$ cat config.mk
export PLATFORM = sky130hd
export DESIGN_NAME = rv_core
export DESIGN_NICKNAME = d
export VERILOG_FILES = /design/src/design/rv_pkg.sv /design/src/design/rv_core.sv /design/src/design/rv_regfile.sv /design/src/design/rv_execute.sv /design/src/design/rv_decode.sv
export SDC_FILE = /design/constraint.sdc
export NUM_CORES = 2
export LEC_CHECK = 0
export BUFFER_PORTS_ARGS = -buffer_cell sky130_fd_sc_hd__buf_2
export CORE_ASPECT_RATIO = 0.8
export CORE_UTILIZATION = 50
export DETAILED_ROUTE_END_ITERATION = 7
export PLACE_DENSITY = 0.75
export SLEW_MARGIN = 25
export SYNTH_ARGS = -nofsm -noshare
export SYNTH_HDL_FRONTEND = slang
export SYNTH_SLANG_ARGS = --single-unit
$ cat constraint.sdc
create_clock -name clk -period 50.2 [get_ports clk]
set_clock_uncertainty 0.05 [all_clocks]
set_input_delay 2.51 -clock clk [delete_from_list [all_inputs] [get_ports clk]]
set_output_delay 2.51 -clock clk [all_outputs]
set_load 0.005 [all_outputs]
$ cat src/design/rv_pkg.sv
// Shared definitions for the RV32I execution core
// Data word and register index types, field types
// ALU operation enum, opcode and funct constants
// Decoded operation and write-back structs
package rv_pkg;

    typedef logic [31:0] word_t;
    typedef logic [4:0]  reg_idx_t;
    typedef logic [6:0]  opcode_t;
    typedef logic [2:0]  funct3_t;
    typedef logic [6:0]  funct7_t;

    parameter int DEFAULT_NUM_REGS = 32;  // Full RV32I set, 16 gives RV32E

    typedef enum logic [3:0] {
        ALU_ADD  = 4'd0,
        ALU_SUB  = 4'd1,
        ALU_SLL  = 4'd2,
        ALU_SLT  = 4'd3,
        ALU_SLTU = 4'd4,
        ALU_XOR  = 4'd5,
        ALU_SRL  = 4'd6,
        ALU_SRA  = 4'd7,
        ALU_OR   = 4'd8,
        ALU_AND  = 4'd9
    } alu_op_e;

    localparam opcode_t OPC_OP     = 7'b0110011;
    localparam opcode_t OPC_OP_IMM = 7'b0010011;
    localparam opcode_t OPC_LUI    = 7'b0110111;
    localparam opcode_t OPC_AUIPC  = 7'b0010111;

    localparam funct3_t F3_ADD_SUB = 3'b000;
    localparam funct3_t F3_SLL     = 3'b001;
    localparam funct3_t F3_SLT     = 3'b010;
    localparam funct3_t F3_SLTU    = 3'b011;
    localparam funct3_t F3_XOR     = 3'b100;
    localparam funct3_t F3_SR      = 3'b101;  // SRL and SRA
    localparam funct3_t F3_OR      = 3'b110;
    localparam funct3_t F3_AND     = 3'b111;

    localparam funct7_t F7_BASE = 7'b0000000;
    localparam funct7_t F7_ALT  = 7'b0100000;  // SUB and SRA

    typedef struct packed {
        logic     valid;
        logic     illegal;
        alu_op_e  alu_op;
        reg_idx_t rd;
        reg_idx_t rs1;
        reg_idx_t rs2;
        logic     use_imm;  // Immediate as operand B
        logic     use_pc;   // PC as operand A
        logic     zero_a;   // Operand A forced to zero
        word_t    imm;
        word_t    pc;
    } decoded_op_t;

    typedef struct packed {
        logic     valid;
        reg_idx_t rd;
        word_t    data;
    } wb_t;

endpackage
$ cat src/design/rv_core.sv
// Top level of the two-stage RV32I execution core
// Decode, execute and register file instances
`timescale 1ns/1ns

module rv_core #(
    parameter int NUM_REGS = rv_pkg::DEFAULT_NUM_REGS
) (
    input  logic             clk,
    input  logic             reset,
    input  logic             issue_valid,
    input  rv_pkg::word_t    instr,
    input  rv_pkg::word_t    pc,
    output logic             wb_valid,
    output rv_pkg::reg_idx_t wb_rd,
    output rv_pkg::word_t    wb_data,
    output logic             illegal
);

    rv_pkg::decoded_op_t dec_op;
    rv_pkg::wb_t         wb;
    rv_pkg::reg_idx_t    rs1;
    rv_pkg::reg_idx_t    rs2;
    rv_pkg::word_t       rs1_data;
    rv_pkg::word_t       rs2_data;

    rv_decode #(.NUM_REGS(NUM_REGS)) u_decode (
        .clk         (clk),
        .reset       (reset),
        .issue_valid (issue_valid),
        .instr       (instr),
        .pc          (pc),
        .dec_op      (dec_op)
    );

    rv_execute u_execute (
        .clk      (clk),
        .reset    (reset),
        .dec_op   (dec_op),
        .rs1      (rs1),
        .rs2      (rs2),
        .rs1_data (rs1_data),
        .rs2_data (rs2_data),
        .wb       (wb),
        .illegal  (illegal)
    );

    rv_regfile #(.NUM_REGS(NUM_REGS)) u_regfile (
        .clk      (clk),
        .reset    (reset),
        .wb       (wb),
        .rs1      (rs1),
        .rs2      (rs2),
        .rs1_data (rs1_data),
        .rs2_data (rs2_data)
    );

    assign wb_valid = wb.valid;
    assign wb_rd    = wb.rd;
    assign wb_data  = wb.data;

endmodule

$ cat src/design/rv_regfile.sv
// Register file of the RV32I execution core
// Write-back commit and two combinational read ports, x0 reads as zero
`timescale 1ns/1ns

module rv_regfile #(
    parameter int NUM_REGS = rv_pkg::DEFAULT_NUM_REGS
) (
    input  logic             clk,
    input  logic             reset,
    input  rv_pkg::wb_t      wb,
    input  rv_pkg::reg_idx_t rs1,
    input  rv_pkg::reg_idx_t rs2,
    output rv_pkg::word_t    rs1_data,
    output rv_pkg::word_t    rs2_data
);

    localparam int IDX_W = $clog2(NUM_REGS);

    rv_pkg::word_t regs [NUM_REGS];

    always_ff @(posedge clk or posedge reset) begin
        if (reset) begin
            for (int i = 0; i < NUM_REGS; i++) begin
                regs[i] <= '0;
            end
        end else if (wb.valid && wb.rd != '0) begin
            regs[wb.rd[IDX_W-1:0]] <= wb.data;
        end
    end

    // Out of range indices only occur on ops already flagged illegal
    assign rs1_data = (rs1 == '0 || int'(rs1) >= NUM_REGS) ? '0 : regs[rs1[IDX_W-1:0]];
    assign rs2_data = (rs2 == '0 || int'(rs2) >= NUM_REGS) ? '0 : regs[rs2[IDX_W-1:0]];

    a_wb_in_range: assert property (@(posedge clk) disable iff (reset)
        wb.valid |-> int'(wb.rd) < NUM_REGS);

endmodule

$ cat src/design/rv_execute.sv
// Execute stage of the RV32I execution core
// Operand select with forwarding, ALU, write-back and illegal strobes
`timescale 1ns/1ns

module rv_execute (
    input  logic                clk,
    input  logic                reset,
    input  rv_pkg::decoded_op_t dec_op,
    output rv_pkg::reg_idx_t    rs1,
    output rv_pkg::reg_idx_t    rs2,
    input  rv_pkg::word_t       rs1_data,
    input  rv_pkg::word_t       rs2_data,
    output rv_pkg::wb_t         wb,
    output logic                illegal
);

    rv_pkg::word_t src_a;
    rv_pkg::word_t src_b;
    rv_pkg::word_t op_a;
    rv_pkg::word_t op_b;
    rv_pkg::word_t result;
    logic          fwd_a;
    logic          fwd_b;
    logic [4:0]    shamt;

    assign rs1 = dec_op.rs1;
    assign rs2 = dec_op.rs2;

    // Previous result not yet in the register file
    assign fwd_a = wb.valid && wb.rd != '0 && wb.rd == dec_op.rs1;
    assign fwd_b = wb.valid && wb.rd != '0 && wb.rd == dec_op.rs2;

    assign src_a = fwd_a ? wb.data : rs1_data;
    assign src_b = fwd_b ? wb.data : rs2_data;

    always_comb begin
        if (dec_op.zero_a) begin
            op_a = '0;  // LUI
        end else if (dec_op.use_pc) begin
            op_a = dec_op.pc;  // AUIPC
        end else begin
            op_a = src_a;
        end
    end

    assign op_b  = dec_op.use_imm ? dec_op.imm : src_b;
    assign shamt = op_b[4:0];

    always_comb begin
        case (dec_op.alu_op)
            rv_pkg::ALU_ADD:  result = op_a + op_b;
            rv_pkg::ALU_SUB:  result = op_a - op_b;
            rv_pkg::ALU_SLL:  result = op_a << shamt;
            rv_pkg::ALU_SLT:  result = {31'b0, $signed(op_a) < $signed(op_b)};
            rv_pkg::ALU_SLTU: result = {31'b0, op_a < op_b};
            rv_pkg::ALU_XOR:  result = op_a ^ op_b;
            rv_pkg::ALU_SRL:  result = op_a >> shamt;
            rv_pkg::ALU_SRA:  result = $unsigned($signed(op_a) >>> shamt);
            rv_pkg::ALU_OR:   result = op_a | op_b;
            rv_pkg::ALU_AND:  result = op_a & op_b;
            default:          result = '0;
        endcase
    end

    always_ff @(posedge clk or posedge reset) begin
        if (reset) begin
            wb      <= '0;
            illegal <= 1'b0;
        end else begin
            wb.valid <= dec_op.valid;
            wb.rd    <= dec_op.rd;
            wb.data  <= result;
            illegal  <= dec_op.illegal;
        end
    end

    // One strobe kind per decoded op
    a_wb_not_illegal: assert property (@(posedge clk) disable iff (reset)
        !(wb.valid && illegal));

endmodule

$ cat src/design/rv_decode.sv
// Decode stage of the RV32I execution core
// Field extraction, immediates, ALU operation and illegal checks
`timescale 1ns/1ns

module rv_decode #(
    parameter int NUM_REGS = rv_pkg::DEFAULT_NUM_REGS
) (
    input  logic                clk,
    input  logic                reset,
    input  logic                issue_valid,
    input  rv_pkg::word_t       instr,
    input  rv_pkg::word_t       pc,
    output rv_pkg::decoded_op_t dec_op
);

    rv_pkg::opcode_t     opcode;
    rv_pkg::funct3_t     funct3;
    rv_pkg::funct7_t     funct7;
    rv_pkg::reg_idx_t    rd;
    rv_pkg::reg_idx_t    rs1;
    rv_pkg::reg_idx_t    rs2;
    logic                bad_funct7;
    logic                bad_index;
    logic                unknown;
    rv_pkg::decoded_op_t next_op;

    function automatic rv_pkg::alu_op_e alu_sel(input rv_pkg::funct3_t f3, input logic alt);
        rv_pkg::alu_op_e op;
        case (f3)
            rv_pkg::F3_ADD_SUB: op = alt ? rv_pkg::ALU_SUB : rv_pkg::ALU_ADD;
            rv_pkg::F3_SLL:     op = rv_pkg::ALU_SLL;
            rv_pkg::F3_SLT:     op = rv_pkg::ALU_SLT;
            rv_pkg::F3_SLTU:    op = rv_pkg::ALU_SLTU;
            rv_pkg::F3_XOR:     op = rv_pkg::ALU_XOR;
            rv_pkg::F3_SR:      op = alt ? rv_pkg::ALU_SRA : rv_pkg::ALU_SRL;
            rv_pkg::F3_OR:      op = rv_pkg::ALU_OR;
            default:            op = rv_pkg::ALU_AND;
        endcase
        return op;
    endfunction

    function automatic logic idx_bad(input rv_pkg::reg_idx_t idx);
        return int'(idx) >= NUM_REGS;
    endfunction

    assign opcode = instr[6:0];
    assign rd     = instr[11:7];
    assign funct3 = instr[14:12];
    assign rs1    = instr[19:15];
    assign rs2    = instr[24:20];
    assign funct7 = instr[31:25];

    always_comb begin
        bad_funct7 = 1'b0;
        if (opcode == rv_pkg::OPC_OP) begin
            bad_funct7 = !(funct7 == rv_pkg::F7_BASE || (funct7 == rv_pkg::F7_ALT &&
                (funct3 == rv_pkg::F3_ADD_SUB || funct3 == rv_pkg::F3_SR)));
        end else if (opcode == rv_pkg::OPC_OP_IMM) begin
            if (funct3 == rv_pkg::F3_SLL) begin
                bad_funct7 = funct7 != rv_pkg::F7_BASE;
            end else if (funct3 == rv_pkg::F3_SR) begin
                bad_funct7 = funct7 != rv_pkg::F7_BASE && funct7 != rv_pkg::F7_ALT;
            end
        end
    end

    always_comb begin
        next_op        = '0;
        next_op.rd     = rd;
        next_op.rs1    = rs1;
        next_op.rs2    = rs2;
        next_op.pc     = pc;
        next_op.imm    = {{20{instr[31]}}, instr[31:20]};  // I-type
        next_op.alu_op = rv_pkg::ALU_ADD;
        bad_index      = idx_bad(rd);
        unknown        = 1'b0;
        case (opcode)
            rv_pkg::OPC_OP: begin
                next_op.alu_op = alu_sel(funct3, instr[30]);
                bad_index      = idx_bad(rd) || idx_bad(rs1) || idx_bad(rs2);
            end
            rv_pkg::OPC_OP_IMM: begin
                next_op.alu_op  = alu_sel(funct3, funct3 == rv_pkg::F3_SR && instr[30]);
                next_op.use_imm = 1'b1;
                bad_index       = idx_bad(rd) || idx_bad(rs1);
            end
            rv_pkg::OPC_LUI: begin
                next_op.imm     = {instr[31:12], 12'b0};
                next_op.use_imm = 1'b1;
                next_op.zero_a  = 1'b1;
            end
            rv_pkg::OPC_AUIPC: begin
                next_op.imm     = {instr[31:12], 12'b0};
                next_op.use_imm = 1'b1;
                next_op.use_pc  = 1'b1;
            end
            default: unknown = 1'b1;
        endcase
        next_op.illegal = unknown || bad_funct7 || bad_index;
        next_op.valid   = !next_op.illegal;
    end

    always_ff @(posedge clk or posedge reset) begin
        if (reset) begin
            dec_op <= '0;
        end else if (issue_valid) begin
            dec_op <= next_op;
        end else begin
            dec_op.valid   <= 1'b0;
            dec_op.illegal <= 1'b0;
        end
    end

    // One registered op per issue, either legal or illegal
    a_one_op_per_issue: assert property (@(posedge clk) disable iff (reset)
        $onehot0({dec_op.valid, dec_op.illegal}) &&
        (dec_op.valid || dec_op.illegal) == $past(issue_valid));

endmodule

**Yosys cells after proc, flatten, opt, wreduce, memory -nomap -nowiden**

Cells that the tools add are included.

- $add $sub $neg: 2
- Order comparisons: 6
- Eq/ne operators: 23
- Shifts and indexed selects: 3
- Muxes and demuxes: 34
- Bitwise logic cells: 6
- Reduce and logical (&&, ||, !) cells: 22

Operators with widths:

| cell | number |
|---|---|
| $bwmux 1024 | 1 |
| $mux 32 | 12 |
| $bmux 32 s5 | 2 |
| $pmux 32 s10 | 1 |
| $demux 32 s5 | 1 |
| $lt 32x32->1 | 2 |
| $pmux 4 s7 | 2 |
| $add 32x32->32 | 1 |
| $and 32x32->32 | 1 |
| $or 32x32->32 | 1 |
| $shl 32x5->32 | 1 |
| $shr 32x5->32 | 1 |
| $sshr 32x5->32 | 1 |
| $sub 32x32->32 | 1 |
| $xor 32x32->32 | 1 |
| $mux 31 | 1 |
| $eq 7x6->1 const B | 3 |
| $ge 6x6->1 const B | 3 |
| $not 5->6 | 3 |
| $eq 4x3->1 const B | 4 |
| $eq 7x5->1 const B | 2 |
| $mux 1 | 12 |
| $eq 5x5->1 | 2 |
| $logic_not 5->1 | 2 |
| other kinds (21) | 35 |

- Flip-flop bits (word level): 1151
- Input bits: 67
- Output and inout port bits: 39

**Logic depth before layout (Yosys ltp)**

- Word-level depth: 10
- Gate-level depth with buffers: 28
- Depth with buffers taken out: 21

**By module**

A second synthesis with hierarchy kept.

- Cell total of the unflattened synthesis: 5648
- Area, all modules: 69335.2 µm²

Modules (own cells, without submodules):

| module | instances | cells an instance | area each (µm²) | sequential area each (µm²) |
|---|---|---|---|---|
| rv_regfile | 1 | 3703 | 54524.8 | 25624.6 |
| rv_execute | 1 | 1651 | 11252.0 | 975.9 |
| rv_decode | 1 | 294 | 3558.4 | 2202.1 |

**Worst setup path before layout**

OpenSTA, ideal clock, no wires.

- Path kind: register -> register
- From: register u_decode.dec_op[67] (netlist name)
- To: register u_execute.wb[27] (netlist name)
- Library setup time: 0.138 ns
- Arrival time: 6.082 ns
- Required time: 50.012 ns
- Setup slack: 43.930 ns
- Stages on the path, launching flop included: 26
- Path through: dfrtp_1 -> buf_4 -> buf_4 -> buf_4 -> buf_2 -> buf_2 -> buf_2 -> buf_2 -> mux4_2 -> a2111oi_0 -> nor3_1 -> a21oi_1 -> o21ai_0 -> ha_1 -> clkbuf_1 -> o21a_1 -> o21ai_0 -> a21oi_1 -> a31o_2 -> a41o_1 -> o41ai_1 -> o21ai_0 -> a221oi_1 -> a21oi_1 -> a2111oi_0 -> o21ai_1

- Word-level cells in the longest chain between the ends: 9
- Elaborated cells on any way between the ends: 19
- Classes of those cells: add/sub: 2; eq/ne: 1; shift: 3; mux: 7; bitwise: 4; reduce/logical: 2

Ends and longest elaborated chain:

| what | RTL line | text |
|---|---|---|
| $not 5->6 (implied by the code) | rv_regfile.sv:33 | `assign rs2_data = (rs2 == '0 \|\| int'(rs2) >= NUM_REGS) ? '0 : regs[rs2[IDX_W-1:0]];` |
| $bmux 32 s5 | rv_regfile.sv:33 |  |
| $mux 32 (implied by the code) (2 in a row) | rv_regfile.sv:33 |  |
| $mux 32 | rv_regfile.sv:33 |  |
| $mux 32 * | rv_execute.sv:34 | `assign src_b = fwd_b ? wb.data : rs2_data;` |
| $mux 32 * | rv_execute.sv:46 | `assign op_b = dec_op.use_imm ? dec_op.imm : src_b;` |
| $sub 32x32->32, or another cell as far along | rv_execute.sv:52 | `rv_pkg::ALU_SUB: result = op_a - op_b;` |
| $pmux 32 s10 * | rv_execute.sv:50 | `case (dec_op.alu_op)` |
| named net u_execute.result[27] | rv_execute.sv:21 | `rv_pkg::word_t result;` |

The timed path passes the listed nets; every way through them passes the cells marked *. The select of a mux whose other input is x is not followed.
A chain may end at the register's enable or synchronous reset.

**Worst setup path after layout**

- From: register u_decode.dec_op[72] (netlist name)
- To: register u_execute.wb[16] (netlist name)

- Word-level cells in the longest chain between the ends: 10
- Elaborated cells on any way between the ends: 20
- Classes of those cells: add/sub: 2; eq/ne: 1; shift: 3; mux: 8; bitwise: 4; reduce/logical: 2

Ends and longest elaborated chain:

| what | RTL line | text |
|---|---|---|
| $not 5->6 (implied by the code) | rv_regfile.sv:32 | `assign rs1_data = (rs1 == '0 \|\| int'(rs1) >= NUM_REGS) ? '0 : regs[rs1[IDX_W-1:0]];` |
| $bmux 32 s5 | rv_regfile.sv:32 |  |
| $mux 32 (implied by the code) (2 in a row) | rv_regfile.sv:32 |  |
| $mux 32 | rv_regfile.sv:32 |  |
| $mux 32 * | rv_execute.sv:33 | `assign src_a = fwd_a ? wb.data : rs1_data;` |
| $mux 32 * | rv_execute.sv:39 | `end else if (dec_op.use_pc) begin` |
| $mux 32 * | rv_execute.sv:37 | `if (dec_op.zero_a) begin` |
| $sub 32x32->32, or another cell as far along | rv_execute.sv:52 |  |
| $pmux 32 s10 * | rv_execute.sv:50 |  |
| named net u_execute.result[16] | rv_execute.sv:21 |  |

Marked as above.

==> results_dict.tcl <==
set metrics [dict create \
    synthAdderAreaFrac_pct 1.97 \
    fp.dieW_um 417 \
    violations "design-rule violations" \
    antenna_left 0 \
    ctsResizeCount 0 \
    cp_max_fo 52 \
    grt_use_total_pct 37.4 \
    r2r_slack_ns 40.76 \
    rr_worst_depth 23 \
    final.period_utilization_pct 18.8 \
    path_clk_slew_ns 0.06 \
    grt_first_pass_wirelength_um 378000 \
    vias 52700 \
    clock-sinks 1151 \
    cp-startpoint "u_decode.dec_op[72]" \
    p_leak_nw 33.8 \
    synthFlopType "dfrtp_1" \
    path_depth 23 \
    cp.required_ns 50.74 \
    fin_crit_ns 9.44 \
    wl_per_cell_um 36.4 \
    die_height_um 334 \
    drt-initial-drc-count 7822 \
    synth-edff-count 0 \
    synth-xor-area-share_pct 0.242 \
    reg2reg_from "u_decode.dec_op[72]" \
    cpPeakStageDelay_ns 0.86 \
    clk_path_buf_depth 3 \
    place.gp.congestion 1.04 \
    h-tree-depth 3 \
    ys_types 108 \
    drtPass1Iterations 8 \
    synth_nets 5686 \
    path_class "register to register" \
    crit_path_frequent_cell "buf_4" \
    startpoint_type "register" \
    regArea_um2 28800 \
    fin_ws_ns 40.76 \
    hpwl_um 163000 \
    synthSimpleGateAreaFrac_pct 4.48 \
    status "finished, violations left" \
    antenna_found_initial 10 \
    multi_input_area_um2 37000 \
    fin_nets 5513 \
    setup_viol 0 \
    postCtsHoldBufs 0 \
    endpoint "u_execute.wb[16]" \
    drive_gt1_share_pct 38.0 \
    fillers 11100 \
    yosysSeqAreaShare_pct 41.8 \
    slew-limit-headroom_pct 22.2 \
    synth_compound_area_share_pct 10.4 \
    port_buffers 105 \
    remaining_drc_errors 1 \
    rr_endpoint "u_execute.wb[16]" \
    area_growth_pct 8.04 \
    fp-row-count 121 \
    cts_tree "done" \
    hold-worst-slack_ns 0.310 \
    synth_area_um2 68800 \
    hold_violations 0 \
    numCtsBuffers 111 \
    pre_cts_ws_ns 40.84 \
    clock.fmax_mhz 106 \
    tightest_slew_ns 1.14 \
    crit_family "compound AO/OA/AOI/OAI gates" \
    worstPathArrival_ns 9.99 \
    grt_max_degree 188 \
    synth-seq-cells 1151 \
    via_per_inst 7.29 \
    async_reset_ff_share_pct 100 \
    initial_core_util_pct 50.5 \
    worstSetupEndpointType "register" \
    yosysWarnings 0 \
    synth_area_leader_cell "dfrtp_1" \
    ios 106 \
    synthTopCellsByArea "dfrtp_1 (42%), mux2_2 (17%), mux4_2 (13%)" \
    synth_top_family_by_area "multiplexers" \
    layout_common_cells "dfrtp_1 (1,133), mux2_2 (1,060), mux4_2 (405)" \
    routed_wl_um 262000 \
    clk_latency_ns 0.78 \
    hold_path.class "register to register" \
    cp_num_buf_inv 5 \
    overflow 0 \
    ir_worst_vdd_mv 0.0308 \
    power.density_nw_per_um2 32.4 \
    grt_pass1_vias 51700 \
    core-area_um2 136000 \
    slew_violations 0 \
    cap_viol_max_count 0 \
    synth.top_cell.area_share_pct 41.8 \
    finalPower_w 0.00241 \
    crit_chain "buf_4 > buf_4 > buf_4 > buf_4 > mux4_1 > mux2_2 > a221o_1 > nand4_1 > o21a_1 > inv_1 > ha_1 > fa_1 > a21oi_1 > o21bai_1 > a2111oi_0 > o21a_1 > o21ai_0 > a21o_1 > a21oi_1 > xor2_1 > nor2_1 > a2111oi_0 > o221ai_1" \
    rsz0062_at_grt "no" \
    post_cts_buffers 0 \
    syn_inst 5512 \
    syn_avg_cell_area_um2 12.5 \
    die-area_um2 139000 \
    whs_path_depth 0 \
    cp_slowest_cell "buf_4" \
    cts-root-buf "clkbuf_16" \
    final_common_cell "dfrtp_1" \
    muxShareOfSynthArea_pct 36.3 \
    tns_ns 0 \
    final_util_pct 54.6 \
]
## registers in the layout (all words and copies together) (netlist names)
signal / cells
u_execute.wb: 38
u_regfile.regs: 1024
u_execute.illegal: 1
u_decode.dec_op: 88
## where the power goes
part | internal [W] | switching (W)
combinational | 0.000153 | 0.000341
sequential | 0.000953 | 0.0000529
clock | 0.000510 | 0.000395
total | 0.00162 | 0.000789
## layout make-up
class,count,share of cell area (%)
multi-input cells,3674,49.7
flip-flops and latches,1151,38.8
clock buffers,154,4.37
well taps,1783,3.00
repair buffers,278,2.62
clock inverters,53,0.848
inverters,123,0.634
diodes,2,0.00673
## layer usage
metal	global-route usage (%)	vias up	routed length, um
li1	-	20700	-
met1	50.7	27300	101000
met2	51.4	3727	108000
met3	13.7	907	35500
met4	21.5	8	17400
met5	0	-	50
## cells in the mapped netlist, types with 45 or more instances
library cell / instances
a21oi_1: 212
nor2_1: 234
mux2i_1: 346
nor3_1: 45
o22ai_1: 100
o221ai_1: 81
inv_1: 113
dfrtp_1: 1151
clkbuf_1: 323
ha_1: 105
buf_4: 46
mux4_2: 405
buf_2: 72
buf_1: 74
a22oi_1: 83
o21ai_0: 132
mux2_2: 1060
nand2_1: 250
## through the flow
step / instances / area, um2
CTS: 7214 / 74300
floorplan: 5512 / 68800
global placement: 7007 / 70400
global route: 7216 / 74400
detailed placement: 7007 / 70400
finish: 7218 / 74400
## cells by family after synthesis
logic type               count (synthesis)
AO/OA/AOI/OAI                         1025
XOR/XNOR                                19
adder cells (fa/ha/maj)                107
buffers and inverters                  687
flip-flops                            1151
multiplexers                          1830
AND/OR/NAND/NOR                        693
## how the worst min path moves through the flow
stage | start | to | slack (ns)
after floorplan | u_decode.dec_op[86] | u_execute.illegal | 0.28
after global placement | u_decode.dec_op[87] | u_execute.wb[37] | 0.28
after global routing | u_decode.dec_op[87] | u_execute.wb[37] | 0.31
after detailed placement | u_decode.dec_op[86] | u_execute.illegal | 0.29
after CTS | u_decode.dec_op[87] | u_execute.wb[37] | 0.31
final | u_decode.dec_op[87] | u_execute.wb[37] | 0.31
(Power assumes the default switching activity.)
